### src/logic/selfTest_defs.svh
`ifndef SELFTEST_DEFS_SVH
`define SELFTEST_DEFS_SVH

// --------------------------------------------------------------------------
// controller interface widths
// --------------------------------------------------------------------------

// address bus of the external sdram controller
`define ADDR_WIDTH 25
// one sdram word
`define DATA_WIDTH 16

// --------------------------------------------------------------------------
// test sequence
// --------------------------------------------------------------------------

// addresses 0 .. TEST_WORDS-1 are written and read back
`define TEST_WORDS 10
// used for both startup pauses
`define SETTLE_CYCLES 10
// gap between the last write and the first read
`define PAUSE_CYCLES 20
// expected word for address a is (a+1) * PATTERN_STEP
`define PATTERN_STEP 1000

// display
`define DIGITS 6
// wide enough for any index below TEST_WORDS
`define INDEX_WIDTH 4

`endif

### src/logic/selfTestPkg.sv
`include "selfTest_defs.svh"

package selfTestPkg;

	// request towards the controller, all fields held while valid waits
	typedef struct packed {
		logic [`ADDR_WIDTH-1:0] address;
		logic [`DATA_WIDTH-1:0] writeData;
		logic                   isWriting;
		logic                   valid;
	} sdramRequest_t;

	// strobes and read data coming back from the controller
	typedef struct packed {
		logic [`DATA_WIDTH-1:0] readData;
		logic                   readValid;
		logic                   busy;
		logic                   commandTaken;
	} sdramResponse_t;

	typedef enum logic [1:0] {
		SETTLE_FIRST,
		WAIT_IDLE,
		SETTLE_SECOND,
		READY
	} startupState_t;

	typedef enum logic [2:0] {
		WRITE_ISSUE,
		WRITE_WAIT,
		PAUSE,
		READ_ISSUE,
		READ_WAIT,
		DONE
	} testState_t;

	// bit 0 is segment a, bit 6 is segment g, digit 0 is the rightmost
	typedef logic [`DIGITS-1:0][6:0] segmentDigits_t;

	// one read result per tested address
	typedef struct packed {
		logic [`INDEX_WIDTH-1:0] index;
		logic [`DATA_WIDTH-1:0]  data;
		logic                    strobe;
	} readback_t;

	// expected word for an address, (index+1) * PATTERN_STEP
	function automatic logic [`DATA_WIDTH-1:0] testPattern(input logic [`INDEX_WIDTH-1:0] index);
		logic [`DATA_WIDTH-1:0] product;
		product = (`DATA_WIDTH'(index) + 1'b1) * `DATA_WIDTH'(`PATTERN_STEP);
		return product;
	endfunction

	// decimal digit to active-high segments, blank for anything above 9
	function automatic logic [6:0] digitGlyph(input logic [3:0] digit);
		logic [6:0] glyph;
		case (digit)
			4'd0: glyph = 7'b0111111;
			4'd1: glyph = 7'b0000110;
			4'd2: glyph = 7'b1011011;
			4'd3: glyph = 7'b1001111;
			4'd4: glyph = 7'b1100110;
			4'd5: glyph = 7'b1101101;
			4'd6: glyph = 7'b1111101;
			4'd7: glyph = 7'b0000111;
			4'd8: glyph = 7'b1111111;
			4'd9: glyph = 7'b1101111;
			default: glyph = 7'b0000000;
		endcase
		return glyph;
	endfunction

endpackage

### src/logic/powerUpWait.sv
`timescale 1ns/1ps
`include "selfTest_defs.svh"

module powerUpWait import selfTestPkg::*; (
	input  logic clock143Mhz,
	input  logic reset_n,
	input  logic busy,
	output logic ready
);

	localparam int SETTLE_WIDTH = $clog2(`SETTLE_CYCLES + 1);
	localparam logic [SETTLE_WIDTH-1:0] SETTLE_LAST = SETTLE_WIDTH'(`SETTLE_CYCLES - 1);

	startupState_t state;
	logic [SETTLE_WIDTH-1:0] settleCount;

	// test may start only after the full startup sequence
	assign ready = (state == READY);

	always_ff @(posedge clock143Mhz) begin
		if (!reset_n) begin
			state <= SETTLE_FIRST;
			settleCount <= '0;
		end else begin
			case (state)
				// give the controller time to raise busy
				SETTLE_FIRST: begin
					if (settleCount == SETTLE_LAST) begin
						settleCount <= '0;
						state <= WAIT_IDLE;
					end else begin
						settleCount <= settleCount + 1'b1;
					end
				end
				// controller is initialising the sdram, no limit on this wait
				WAIT_IDLE: begin
					if (!busy) begin
						settleCount <= '0;
						state <= SETTLE_SECOND;
					end
				end
				SETTLE_SECOND: begin
					if (settleCount == SETTLE_LAST) begin
						state <= READY;
					end else begin
						settleCount <= settleCount + 1'b1;
					end
				end
				// held until the next reset
				default: state <= READY;
			endcase
		end
	end

endmodule

### src/logic/testSequencer.sv
`timescale 1ns/1ps
`include "selfTest_defs.svh"

module testSequencer import selfTestPkg::*; (
	input  logic           clock143Mhz,
	input  logic           reset_n,
	input  logic           ready,
	input  sdramResponse_t sdramResponse,
	output sdramRequest_t  sdramRequest,
	output readback_t      readback
);

	localparam logic [`INDEX_WIDTH-1:0] LAST_INDEX = `INDEX_WIDTH'(`TEST_WORDS - 1);
	localparam int PAUSE_WIDTH = $clog2(`PAUSE_CYCLES + 1);
	localparam logic [PAUSE_WIDTH-1:0] PAUSE_LAST = PAUSE_WIDTH'(`PAUSE_CYCLES - 1);

	testState_t state;
	logic [`INDEX_WIDTH-1:0] index;
	logic [PAUSE_WIDTH-1:0] pauseCount;

	// request fields
	logic requestValid;
	logic requestIsWriting;
	logic [`ADDR_WIDTH-1:0] requestAddress;
	logic [`DATA_WIDTH-1:0] requestWriteData;

	// read capture
	logic [`DATA_WIDTH-1:0] capturedData;
	logic readbackStrobe;
	logic [`INDEX_WIDTH-1:0] readbackIndex;
	logic [`DATA_WIDTH-1:0] readbackData;

	logic issueNow;
	logic commandDone;

	// a new command is loaded only while nothing is pending
	assign issueNow = !requestValid &&
		((state == WRITE_ISSUE && ready) || state == READ_ISSUE);
	// busy low after the command was taken ends it
	assign commandDone = !sdramResponse.busy;

	assign sdramRequest = '{address: requestAddress, writeData: requestWriteData,
		isWriting: requestIsWriting, valid: requestValid};
	assign readback = '{index: readbackIndex, data: readbackData, strobe: readbackStrobe};

	// --------------------------------------------------------------------------
	// sequence control
	// --------------------------------------------------------------------------

	always_ff @(posedge clock143Mhz) begin
		if (!reset_n) begin
			state <= WRITE_ISSUE;
			index <= '0;
			pauseCount <= '0;
			requestValid <= 1'b0;
			readbackStrobe <= 1'b0;
		end else begin
			readbackStrobe <= 1'b0;
			case (state)
				WRITE_ISSUE: begin
					if (requestValid && sdramResponse.commandTaken) begin
						requestValid <= 1'b0;
						state <= WRITE_WAIT;
					end else if (issueNow) begin
						requestValid <= 1'b1;
					end
				end
				WRITE_WAIT: begin
					if (commandDone) begin
						if (index == LAST_INDEX) begin
							index <= '0;
							pauseCount <= '0;
							state <= PAUSE;
						end else begin
							index <= index + 1'b1;
							state <= WRITE_ISSUE;
						end
					end
				end
				// idle gap before the read pass
				PAUSE: begin
					if (pauseCount == PAUSE_LAST) begin
						state <= READ_ISSUE;
					end else begin
						pauseCount <= pauseCount + 1'b1;
					end
				end
				READ_ISSUE: begin
					if (requestValid && sdramResponse.commandTaken) begin
						requestValid <= 1'b0;
						state <= READ_WAIT;
					end else if (issueNow) begin
						requestValid <= 1'b1;
					end
				end
				// one readback per address as the read finishes
				READ_WAIT: begin
					if (commandDone) begin
						readbackStrobe <= 1'b1;
						if (index == LAST_INDEX) begin
							state <= DONE;
						end else begin
							index <= index + 1'b1;
							state <= READ_ISSUE;
						end
					end
				end
				default: state <= DONE;
			endcase
		end
	end

	// --------------------------------------------------------------------------
	// request payload and read data
	// --------------------------------------------------------------------------

	always_ff @(posedge clock143Mhz) begin
		// loaded once, then stable until the command is taken
		if (issueNow) begin
			requestAddress <= `ADDR_WIDTH'(index);
			requestWriteData <= testPattern(index);
			requestIsWriting <= (state == WRITE_ISSUE);
		end
		// last readValid before busy falls wins
		if (state == READ_WAIT && sdramResponse.readValid) begin
			capturedData <= sdramResponse.readData;
		end
		// readValid only comes while busy is high, so the capture is complete here
		if (state == READ_WAIT && commandDone) begin
			readbackIndex <= index;
			readbackData <= capturedData;
		end
	end

endmodule

### src/logic/resultChecker.sv
`timescale 1ns/1ps
`include "selfTest_defs.svh"

module resultChecker import selfTestPkg::*; (
	input  logic                    clock143Mhz,
	input  logic                    reset_n,
	input  readback_t               readback,
	input  logic [`INDEX_WIDTH-1:0] displayIndex,
	output logic                    compareError,
	output logic                    completedSuccess,
	output logic [`DATA_WIDTH-1:0]  displayWord
);

	localparam logic [`INDEX_WIDTH-1:0] LAST_INDEX = `INDEX_WIDTH'(`TEST_WORDS - 1);

	// one stored word per tested address
	logic [`DATA_WIDTH-1:0] storedWords [`TEST_WORDS];
	logic wordMatches;

	assign wordMatches = (readback.data == testPattern(readback.index));

	// display reads straight out of the store
	assign displayWord = storedWords[displayIndex];

	// --------------------------------------------------------------------------
	// store and verdict
	// --------------------------------------------------------------------------

	always_ff @(posedge clock143Mhz) begin
		if (!reset_n) begin
			// zeros so the display reads 000000 before the readback
			for (int i = 0; i < `TEST_WORDS; i++) begin
				storedWords[i] <= '0;
			end
			compareError <= 1'b0;
			completedSuccess <= 1'b0;
		end else if (readback.strobe) begin
			storedWords[readback.index] <= readback.data;
			// both flags are sticky
			if (!wordMatches) begin
				compareError <= 1'b1;
			end else if (readback.index == LAST_INDEX && !compareError) begin
				// last address read back with no earlier mismatch
				completedSuccess <= 1'b1;
			end
		end
	end

endmodule

### src/logic/displayStepper.sv
`timescale 1ns/1ps
`include "selfTest_defs.svh"

module displayStepper (
	input  logic                    clock143Mhz,
	input  logic                    reset_n,
	input  logic                    stepButton,
	output logic [`INDEX_WIDTH-1:0] displayIndex
);

	localparam logic [`INDEX_WIDTH-1:0] LAST_INDEX = `INDEX_WIDTH'(`TEST_WORDS - 1);

	// button is asynchronous to the clock
	logic buttonMeta;
	logic buttonSync;
	logic buttonPrevious;
	logic stepPulse;

	// one pulse per press
	assign stepPulse = buttonSync && !buttonPrevious;

	always_ff @(posedge clock143Mhz) begin
		if (!reset_n) begin
			buttonMeta <= 1'b0;
			buttonSync <= 1'b0;
			buttonPrevious <= 1'b0;
			displayIndex <= '0;
		end else begin
			buttonMeta <= stepButton;
			buttonSync <= buttonMeta;
			buttonPrevious <= buttonSync;
			// wraps back to the first word
			if (stepPulse) begin
				displayIndex <= (displayIndex == LAST_INDEX) ? '0 : displayIndex + 1'b1;
			end
		end
	end

endmodule

### src/logic/sevenSegmentDecoder.sv
`timescale 1ns/1ps
`include "selfTest_defs.svh"

module sevenSegmentDecoder import selfTestPkg::*; (
	input  logic                   clock143Mhz,
	input  logic                   reset_n,
	input  logic [`DATA_WIDTH-1:0] value,
	output segmentDigits_t         segments
);

	localparam int BCD_WIDTH = `DIGITS * 4;
	localparam int STEP_WIDTH = $clog2(`DATA_WIDTH);
	localparam logic [STEP_WIDTH-1:0] LAST_STEP = STEP_WIDTH'(`DATA_WIDTH - 1);

	// value of the last conversion started
	logic [`DATA_WIDTH-1:0] lastValue;
	// binary bits still to be shifted in
	logic [`DATA_WIDTH-1:0] shiftValue;
	logic [BCD_WIDTH-1:0] bcd;
	logic [BCD_WIDTH-1:0] adjustedBcd;
	logic [STEP_WIDTH-1:0] stepCount;
	logic converting;
	logic conversionDone;

	// add 3 to every digit of 5 or more before the next shift
	always_comb begin
		adjustedBcd = bcd;
		for (int d = 0; d < `DIGITS; d++) begin
			if (bcd[d*4 +: 4] >= 4'd5) begin
				adjustedBcd[d*4 +: 4] = bcd[d*4 +: 4] + 4'd3;
			end
		end
	end

	// --------------------------------------------------------------------------
	// conversion control and segment output
	// --------------------------------------------------------------------------

	always_ff @(posedge clock143Mhz) begin
		if (!reset_n) begin
			converting <= 1'b0;
			conversionDone <= 1'b0;
			stepCount <= '0;
			lastValue <= '0;
			// stored words reset to zero, so show zero on every digit
			for (int d = 0; d < `DIGITS; d++) begin
				segments[d] <= digitGlyph(4'd0);
			end
		end else begin
			conversionDone <= 1'b0;
			if (converting) begin
				stepCount <= stepCount + 1'b1;
				if (stepCount == LAST_STEP) begin
					converting <= 1'b0;
					conversionDone <= 1'b1;
				end
			end else if (value != lastValue) begin
				// a change during a conversion is picked up when it ends
				lastValue <= value;
				stepCount <= '0;
				converting <= 1'b1;
			end
			// leading zeros stay visible
			if (conversionDone) begin
				for (int d = 0; d < `DIGITS; d++) begin
					segments[d] <= digitGlyph(bcd[d*4 +: 4]);
				end
			end
		end
	end

	// shift register, one binary bit per cycle
	always_ff @(posedge clock143Mhz) begin
		if (converting) begin
			{bcd, shiftValue} <= {adjustedBcd, shiftValue} << 1;
		end else if (value != lastValue) begin
			shiftValue <= value;
			bcd <= '0;
		end
	end

endmodule

### src/logic/sdramSelfTest.sv
`timescale 1ns/1ps
`include "selfTest_defs.svh"

module sdramSelfTest import selfTestPkg::*; (
	input  logic           clock143Mhz,
	input  logic           reset_n,
	input  logic           stepButton,
	input  sdramResponse_t sdramResponse,
	output sdramRequest_t  sdramRequest,
	output logic           compareError,
	output logic           completedSuccess,
	output segmentDigits_t segments
);

	// high once the controller has finished its own startup
	logic ready;
	// read results from the sequencer to the checker
	readback_t readback;
	// word currently chosen for the display
	logic [`INDEX_WIDTH-1:0] displayIndex;
	logic [`DATA_WIDTH-1:0] displayWord;

	// --------------------------------------------------------------------------
	// test path
	// --------------------------------------------------------------------------

	powerUpWait i_powerUpWait (
		.clock143Mhz (clock143Mhz),
		.reset_n     (reset_n),
		.busy        (sdramResponse.busy),
		.ready       (ready)
	);

	testSequencer i_testSequencer (
		.clock143Mhz   (clock143Mhz),
		.reset_n       (reset_n),
		.ready         (ready),
		.sdramResponse (sdramResponse),
		.sdramRequest  (sdramRequest),
		.readback      (readback)
	);

	resultChecker i_resultChecker (
		.clock143Mhz      (clock143Mhz),
		.reset_n          (reset_n),
		.readback         (readback),
		.displayIndex     (displayIndex),
		.compareError     (compareError),
		.completedSuccess (completedSuccess),
		.displayWord      (displayWord)
	);

	// --------------------------------------------------------------------------
	// display path
	// --------------------------------------------------------------------------

	displayStepper i_displayStepper (
		.clock143Mhz  (clock143Mhz),
		.reset_n      (reset_n),
		.stepButton   (stepButton),
		.displayIndex (displayIndex)
	);

	sevenSegmentDecoder i_sevenSegmentDecoder (
		.clock143Mhz (clock143Mhz),
		.reset_n     (reset_n),
		.value       (displayWord),
		.segments    (segments)
	);

endmodule

### config.mk
export PLATFORM = sky130hd
export DESIGN_NAME = sdramSelfTest
export DESIGN_NICKNAME = d
export VERILOG_FILES = /design/src/logic/selfTestPkg.sv /design/src/logic/powerUpWait.sv /design/src/logic/testSequencer.sv /design/src/logic/resultChecker.sv /design/src/logic/displayStepper.sv /design/src/logic/sevenSegmentDecoder.sv /design/src/logic/sdramSelfTest.sv
export VERILOG_INCLUDE_DIRS = /design/src /design/src/logic
export SDC_FILE = /design/constraint.sdc
export NUM_CORES = 1
export LEC_CHECK = 0
export BUFFER_PORTS_ARGS = -buffer_cell sky130_fd_sc_hd__buf_2
export CAP_MARGIN = 20
export CORE_ASPECT_RATIO = 1.4
export CORE_MARGIN = 5
export CORE_UTILIZATION = 66
export CTS_BUF_LIST = sky130_fd_sc_hd__clkbuf_4 sky130_fd_sc_hd__clkbuf_8 sky130_fd_sc_hd__clkbuf_16
export DETAILED_ROUTE_END_ITERATION = 10
export GPL_TIMING_DRIVEN = 1
export PLACE_DENSITY = 0.82
export SYNTH_ARGS = -nofsm -noshare
export SYNTH_HDL_FRONTEND = slang
export SYNTH_SLANG_ARGS = --single-unit
### constraint.sdc
create_clock -name clock143Mhz -period 10.6 [get_ports clock143Mhz]
set_input_delay 1.06 -clock clock143Mhz [delete_from_list [all_inputs] [get_ports clock143Mhz]]
set_output_delay 1.06 -clock clock143Mhz [all_outputs]
set_load 0.01 [all_outputs]
======== Word level (Yosys, flattened, before mapping) ========
Memories as Yosys holds them, arrays and structs flattened. A register that Yosys moved wholly into a read port is not among the register bits.
Cells that the tools add are included.
cells by class
  mux-type cells .......................... 54
  bitwise logic cells ..................... 2
  multiply operators ...................... 2
  equality and inequality tests ........... 27
  magnitude comparators ................... 6
  reductions and logical operators ........ 38
  $add $sub $neg .......................... 13
operators by type and width
  kind                     count
  $mux W4                  18
  $mux W16                 3
  $mux W24                 2
  $mul A16 B7 Y13 const B  2
  $ge A4 B3 Y1 const B     6
  $mux W3                  7
  $add A4 B2 Y4 const B    5
  $eq A4 B4 Y1 const B     5
  $add A4 B1 Y4 const B    4
  $eq A16 B16 Y1           1
  $ne A16 B16 Y1           1
  $ne A2 B2 Y1 const B     8
  $reduce_or A16 Y1        1
  $mux W5                  3
  $pmux W3 S5              1
  $mux W1                  12
  $pmux W4 S3              1
  $add A4 B1 Y5 const B    2
  $logic_not A1 Y1         10
  $pmux W5 S2              1
  $reduce_and A2 Y1        5
  $reduce_and A3 Y1        3
  $mux W2                  4
  $ne A2 B1 Y1 const B     4
  20 further kinds         33
storage, ports and cells
  memory bits (read-only) ................. 672
  logic and storage cells ................. 175
  output and inout port bits .............. 87
  bits of input ports ..................... 22
  memories kept ........................... 7
  memory bits (writable) .................. 160
  register bits after elaboration ......... 145
memory list
  memory                       words  width  rd ports  clocked after Yosys merged registers in  write ports  line                 text
  i_resultChecker.storedWords  10     16     1         1                                        10           resultChecker.sv:17  logic [`DATA_WIDTH-1:0] storedWords [`TEST_WORDS];
  (name not given)             16     7      1         1                                        0            selfTestPkg.sv:57    case (digit)
  (name not given)             16     7      1         1                                        0            selfTestPkg.sv:57
  (name not given)             16     7      1         1                                        0            selfTestPkg.sv:57
  (name not given)             16     7      1         1                                        0            selfTestPkg.sv:57
  (name not given)             16     7      1         1                                        0            selfTestPkg.sv:57
  1 more memories              n/a    n/a    n/a       n/a                                      n/a          n/a

======== Logic depth before layout (Yosys ltp) ========
  depth in word-level cells ............... 6
  depth in mapped cells ................... 17
  mapped depth without buffers ............ 16

======== By module ========
Synthesis repeated with hierarchy kept, for this count alone.
unflattened totals
  cells, all modules ...................... 1640
  area, all modules ....................... 21100.2 µm²
by module, submodules not included
  module               seq. area each (µm²)  instances  cells each  area each (µm²)
  resultChecker        7727.4                1          705         11516.0
  sevenSegmentDecoder  2472.4                1          577         5413.9
  testSequencer        1871.8                1          286         3493.4
  powerUpWait          120.1                 1          46          404.1
  displayStepper       140.1                 1          26          272.8

======== Least setup slack after synthesis ========
Ideal clock, no wire load.
  path kind ............................... reg-to-reg
  from .................................... reg i_testSequencer.readbackIndex[0]
  to ...................................... reg i_resultChecker.completedSuccess
  path slack .............................. 6176 ps
  clock period less this slack ............ 4424 ps
  setup time .............................. 101 ps
  required time ........................... 10499 ps
  data arrival time ....................... 4323 ps
  path buffers ............................ 1
  cell stages (with the launch flop) ...... 16
  cells stage by stage .................... edfxtp_1 clkbuf_1 nand3_1 xor2_1 inv_1 fa_1 fa_1 fa_1 ha_1 inv_1 o21ai_0 a21oi_1 o21a_1 o311ai_0 or3_1 o41ai_1
between the ends
  cells in the longest elaborated chain, start to end .. 4
  elaborated cells on any way between the ends .. 6
  those cells by class .................... add/sub: 1; mul: 1; eq/ne: 2; reduce/logical: 2
RTL lines
  element                        line                  text
  start, declared                testSequencer.sv:30   logic [`INDEX_WIDTH-1:0] readbackIndex;
  start signal, assigned         testSequencer.sv:130  readbackIndex <= index;
  $add A4 B1 Y5 (no line)        n/a
  $mul A16 B7 Y13                selfTestPkg.sv:50     product = (`DATA_WIDTH'(index) + 1'b1) * `DATA_WIDTH'(`PATTERN_STEP);
  $eq A16 B16 Y1                 resultChecker.sv:20   assign wordMatches = (readback.data == testPattern(readback.index));
  $reduce_and A3 Y1 (no line) *  n/a
  end signal, assigned           resultChecker.sv:36   completedSuccess <= 1'b0;
  end signal, assigned           resultChecker.sv:44   completedSuccess <= 1'b1;
  end, declared                  resultChecker.sv:10   output logic completedSuccess,
Every way passes the cells marked *; elsewhere a longest branch is shown, timed or not.
A chain may end at the register's enable or synchronous reset.

======== Final worst setup path ========
Ends and elaborated chain as after synthesis.

==> flow_summary_export.csv <==
group,metric,value,unit
layout,area.growth.synth_to_final,9.352,%
yosys,post_synth_fa_ha_maj_area_fraction,7.553,%
clock_tree,clk_root_buffer_cell,"sky130_fd_sc_hd__clkbuf_16",
power_and_ir_drop,vdd.ir_drop.worst,0.0001431,V
die,io-pin-count,109,
die,floorplan.die_area,36660,um2
die,die_boundary_height,224.5,um
clock_tree,cts.htree.levels,2,
critical_path,timing.critical_path.fanout_max,12,
critical_path,path_class,"flip-flop to flip-flop",
timing,timing.final.setup_violations,0,
timing,max_clock_freq,0.2039,GHz
power_and_ir_drop,total_leakage_power,8.506,nW
status,outcome,"complete, no violations",
grt,grt_start_max_net_pins,78,
die,die_w,163.2,um
timing,post-route-period-util,46.28,%
flow_run,drv.max_cap_violation_count,0,
yosys,synth-xor-area-share,3.310,%
yosys,synthCells,1753,
clock_tree,worstSkewPairLatency,0.56,ns
yosys,ys_warn_count,0,
layout,nets,1952,
grt,grt.total_usage,27.00,%
placement,port-buffer-count,84,
placement,detailed_place.area,22350,um2
power_and_ir_drop,combPwrFrac,6.0,%
placement,detailedPlacementHpwl,31.71,mm
critical_path,worst_ep_arrival_time,5.35,ns
power_and_ir_drop,cell_internal_pwr,2.888,mW
min_path,min_from,"i_testSequencer.capturedData[11]$_DFFE_PP_",
layout,n_antenna_cell,0,
yosys,yosys_most_used_dff,"sky130_fd_sc_hd__edfxtp_1",
clock_tree,post_cts_setup_repair_bufs,0,
die,core.rowCount,78,
yosys,synth.cell_area,21700,um2
grt,antenna_violations_before_repair,0,
layout,layout.cells.non_filler,2282,
timing,slew_viol_final,0,
yosys,ys_async_sr_fraction,0,%
yosys,synth.area.mux_share,8.937,%
power_and_ir_drop,power_switching,804.8,uW
yosys,dominant_combinational_cell_family_by_area_after_synthesis,"simple AND/OR/NAND/NOR gates",
critical_path,crit_start,"i_testSequencer.readbackIndex[0]$_DFFE_PP_",
clock_tree,cts_num_sinks,447,
power_and_ir_drop,clock_power_share,41.0,%
routing,viasPerCell,6.138,
timing,finalSetupTns,0,ns
power_and_ir_drop,power_switching_share,21.79,%
critical_path,critPathCaptureType,"flip-flop",
grt,grt_util_met3,4.821,%
die,floorplan.initialDensity,66.77,%
grt,gr-max-usage-layer,"met2",
timing,timing.slew.headroom,24.03,%
critical_path,timing.rr.start,"i_testSequencer.readbackIndex[0]$_DFFE_PP_",
timing,max_slew.worst_pin.slew,1.136,ns
routing,drtPass1Iterations,6,
grt,grt_remaining_overflow,0,
clock_tree,cts_repair_resize_count,0,
yosys,number_of_flops_mapped_to_enable_cells_by_yosys,349,
clock_tree,cts_hold_buffers,0,
clock_tree,clk_pin_slew_worst_paths,0.06,ns
timing,fin_crit,4.905,ns
clock_tree,cts_tree,"built",
power_and_ir_drop,powerDensity,155.6,nW/um2
grt,grt_pass1_wl,77.12,mm
routing,routedWlPerCell,21.55,um
critical_path,reg2regPathDepth,14,
timing,hold_violations,0,
routing,drc_errors,0,
die,core-area,32500,um2
min_path,timing.hold.worst.class,"flip-flop to flip-flop",
placement,post-place-ws,5.726,ns
grt,fraction_of_met2_tracks_used_by_global_routing,48.55,%
yosys,synth_compound_area_share,8.113,%
critical_path,cp-endpoint,"i_resultChecker.completedSuccess$_SDFFE_PN0P_",
layout,drive_gt1_share,13.46,%
yosys,synth.lib_cells_used.distinct,75,
yosys,synth-simple-area-share,10.38,%
yosys,yosys_register_bits,447,
grt,first_global_vias,14170,
routing,dr_total_vias,14010,
routing,wl,49.17,mm
critical_path,start_kind,"flip-flop",
critical_path,timing.reg2reg.setup_slack,5.69,ns
layout,fin_area,23730,um2
routing,dr.first_iter.drc_count,1387,
grt,gr-usage-met1,31.93,%
timing,finalClockSkew,0.01922,ns
placement,gp_routability_congestion,0.8626,
critical_path,critPathRequiredTime,11.04,ns
placement,placed_instance_count,2208,
power_and_ir_drop,seq_power_share,53.0,%
yosys,synth.avg_cell_area,12.38,um2
routing,drt.antenna.violating_nets,0,
clock_tree,cts-root-to-sink-buffers,3,
timing,rsz0062_at_grt,"false",
timing,final_critical_path_setup_slack,5.695,ns
yosys,ys_seq_area_share,57.34,%
critical_path,rr_endpoint,"i_resultChecker.completedSuccess$_SDFFE_PN0P_",
clock_tree,number_of_clock_buffers_inserted_by_tritoncts,41,
-- cell usage in the layout (no fill, tap or decap), types with 12 or more instances in the layout --
master	Yosys	routed
sky130_fd_sc_hd__edfxtp_1	349	349
sky130_fd_sc_hd__a22oi_1	21	21
sky130_fd_sc_hd__nand2_1	154	154
sky130_fd_sc_hd__buf_2	7	83
sky130_fd_sc_hd__buf_4	34	23
sky130_fd_sc_hd__dfxtp_1	98	94
sky130_fd_sc_hd__a21oi_1	64	63
sky130_fd_sc_hd__inv_1	88	88
sky130_fd_sc_hd__o21ai_0	67	67
sky130_fd_sc_hd__nor2b_1	12	12
sky130_fd_sc_hd__nor2_1	198	198
sky130_fd_sc_hd__a211oi_1	13	13
sky130_fd_sc_hd__clkbuf_16	0	43
sky130_fd_sc_hd__xor2_1	27	27
sky130_fd_sc_hd__fa_1	20	20
sky130_fd_sc_hd__xnor2_1	55	55
sky130_fd_sc_hd__ha_1	99	99
sky130_fd_sc_hd__nand2b_1	15	15
sky130_fd_sc_hd__and2_1	39	39
sky130_fd_sc_hd__mux2i_1	90	90
sky130_fd_sc_hd__nand3_1	22	22
sky130_fd_sc_hd__a22o_1	15	15
sky130_fd_sc_hd__mux4_2	43	43
sky130_fd_sc_hd__conb_1	1	24
-- cells in the mapped netlist, types with 3 or more instances --
cell type | count | share of area (%)
sky130_fd_sc_hd__nand2_1 | 154 | 2.7
sky130_fd_sc_hd__buf_4 | 34 | 1.2
sky130_fd_sc_hd__nand3_1 | 22 | 0.51
sky130_fd_sc_hd__a31oi_1 | 5 | 0.14
sky130_fd_sc_hd__xor2_1 | 27 | 1.1
sky130_fd_sc_hd__nor2b_1 | 12 | 0.35
sky130_fd_sc_hd__mux4_2 | 43 | 4.5
sky130_fd_sc_hd__nor4_1 | 5 | 0.14
sky130_fd_sc_hd__a22o_1 | 15 | 0.61
sky130_fd_sc_hd__and3_1 | 6 | 0.17
sky130_fd_sc_hd__fa_1 | 20 | 1.8
sky130_fd_sc_hd__mux2_2 | 3 | 0.16
sky130_fd_sc_hd__xnor2_1 | 55 | 2.2
sky130_fd_sc_hd__edfxtp_1 | 349 | 48
sky130_fd_sc_hd__inv_1 | 88 | 1.5
sky130_fd_sc_hd__ha_1 | 99 | 5.7
sky130_fd_sc_hd__nand4_1 | 7 | 0.20
sky130_fd_sc_hd__a41oi_1 | 3 | 0.12
sky130_fd_sc_hd__nand2b_1 | 15 | 0.43
sky130_fd_sc_hd__o211ai_1 | 11 | 0.38
sky130_fd_sc_hd__nor2_1 | 198 | 3.4
sky130_fd_sc_hd__a211oi_1 | 13 | 0.45
sky130_fd_sc_hd__nand3b_1 | 3 | 0.10
sky130_fd_sc_hd__mux2i_1 | 90 | 4.2
sky130_fd_sc_hd__a221oi_1 | 3 | 0.12
sky130_fd_sc_hd__a21o_1 | 10 | 0.35
sky130_fd_sc_hd__a21oi_1 | 64 | 1.5
sky130_fd_sc_hd__buf_2 | 7 | 0.16
sky130_fd_sc_hd__dfxtp_1 | 98 | 9.0
sky130_fd_sc_hd__o221a_2 | 7 | 0.36
sky130_fd_sc_hd__o211a_1 | 4 | 0.18
sky130_fd_sc_hd__and2_1 | 39 | 1.1
sky130_fd_sc_hd__buf_1 | 4 | 0.069
sky130_fd_sc_hd__clkbuf_1 | 63 | 1.1
sky130_fd_sc_hd__and3b_1 | 3 | 0.12
sky130_fd_sc_hd__o21ai_0 | 67 | 1.5
sky130_fd_sc_hd__buf_6 | 6 | 0.31
sky130_fd_sc_hd__nor3b_1 | 9 | 0.31
sky130_fd_sc_hd__a22oi_1 | 21 | 0.73
sky130_fd_sc_hd__o221ai_1 | 8 | 0.32
sky130_fd_sc_hd__o22ai_1 | 8 | 0.23
sky130_fd_sc_hd__nor3_1 | 14 | 0.32
-- cells by family (layout without fill, tap and decap cells) --
| family | after synthesis | in the layout |
|---|---|---|
| other | 1 | 24 |
| AO/OA/AOI/OAI | 264 | 264 |
| multiplexers | 138 | 138 |
| XOR/XNOR | 82 | 82 |
| flip-flops | 447 | 447 |
| adder cells (fa/ha/maj) | 119 | 119 |
| buffers and inverters | 203 | 269 |
| AND/OR/NAND/NOR | 499 | 499 |
-- worst max-delay path, stage by stage (launching register included) --
cell	delay [ns]
sky130_fd_sc_hd__edfxtp_1	0.60
sky130_fd_sc_hd__nand3_1	0.17
sky130_fd_sc_hd__xor2_1	0.39
sky130_fd_sc_hd__inv_1	0.24
sky130_fd_sc_hd__fa_1	0.66
sky130_fd_sc_hd__fa_1	0.46
sky130_fd_sc_hd__fa_1	0.47
sky130_fd_sc_hd__ha_1	0.35
sky130_fd_sc_hd__inv_1	0.06
sky130_fd_sc_hd__o21ai_0	0.08
sky130_fd_sc_hd__a21oi_1	0.28
sky130_fd_sc_hd__o21a_1	0.20
sky130_fd_sc_hd__o311ai_0	0.19
sky130_fd_sc_hd__or3_1	0.40
sky130_fd_sc_hd__o41ai_1	0.25
-- routing by layer --
layer | wire length, um | part of all wire, %
met4 | 2033 | 4.1
met2 | 26270 | 53
met1 | 17150 | 35
met5 | 0 | 0
met3 | 3717 | 7.6
-- worst min-delay path by stage --
stage / end / slack (ns) / depth (start not counted)
global route: i_testSequencer.readbackData[3]$_DFFE_PP_ / 0.42 / 0
detailed placement: i_testSequencer.readbackData[11]$_DFFE_PP_ / 0.40 / 0
CTS: i_testSequencer.readbackData[3]$_DFFE_PP_ / 0.41 / 0
global placement: i_testSequencer.readbackData[8]$_DFFE_PP_ / 0.40 / 0
floorplan: i_testSequencer.readbackData[0]$_DFFE_PP_ / 0.40 / 0
finish: i_testSequencer.readbackData[11]$_DFFE_PP_ / 0.41 / 0
-- power by group through the flow --
stage	Sequential, mW	Clock, mW	Combinational (mW)
2_1_floorplan	1.98	0	0.171
3_3_place_gp	1.99	0	0.206
3_5_place_dp	1.99	0	0.215
4_1_cts	1.96	1.53	0.218
5_1_grt	1.96	1.61	0.240
6_report	1.96	1.51	0.220
-- area by class of cell --
type	instances	area, um2
clock buffers	54	1165
clock inverters	20	210.2
fillers	2129	8770
inverters	89	334.1
multi-input cells	1126	8429
flip-flops and latches	447	12450
well taps	440	550.5
repair buffers	106	588.1
-- per-stage QoR --
stage          power (mW)  hold slack, ns  util [%]
2_1_floorplan       2.155          0.4003         -
3_3_place_gp        2.197          0.4025     68.78
3_5_place_dp        2.209          0.4045     68.78
4_1_cts             3.703          0.4115     73.02
5_1_grt             3.807          0.4193     73.02
6_report            3.693          0.4112     73.02
-- sequential cells by signal (all words and copies together) (netlist names), 2 cells and up, named ones only --
| register | flops |
|---|---|
| i_testSequencer.state | 3 |
| i_powerUpWait.settleCount | 4 |
| i_testSequencer.readbackData | 16 |
| i_testSequencer.capturedData | 16 |
| i_resultChecker.storedWords | 256 |
| i_sevenSegmentDecoder.lastValue | 16 |
| i_sevenSegmentDecoder.stepCount | 4 |
| i_sevenSegmentDecoder.shiftValue | 16 |
| i_testSequencer.index | 4 |
| i_testSequencer.pauseCount | 5 |
| i_testSequencer.requestAddress | 4 |
| i_testSequencer.readbackIndex | 4 |
| i_sevenSegmentDecoder.segments | 42 |
| i_powerUpWait.state | 2 |
| i_testSequencer.requestWriteData | 13 |
| i_sevenSegmentDecoder.bcd | 24 |
| i_displayStepper.displayIndex | 4 |
Note: power is estimated with default switching activity, not from simulation.
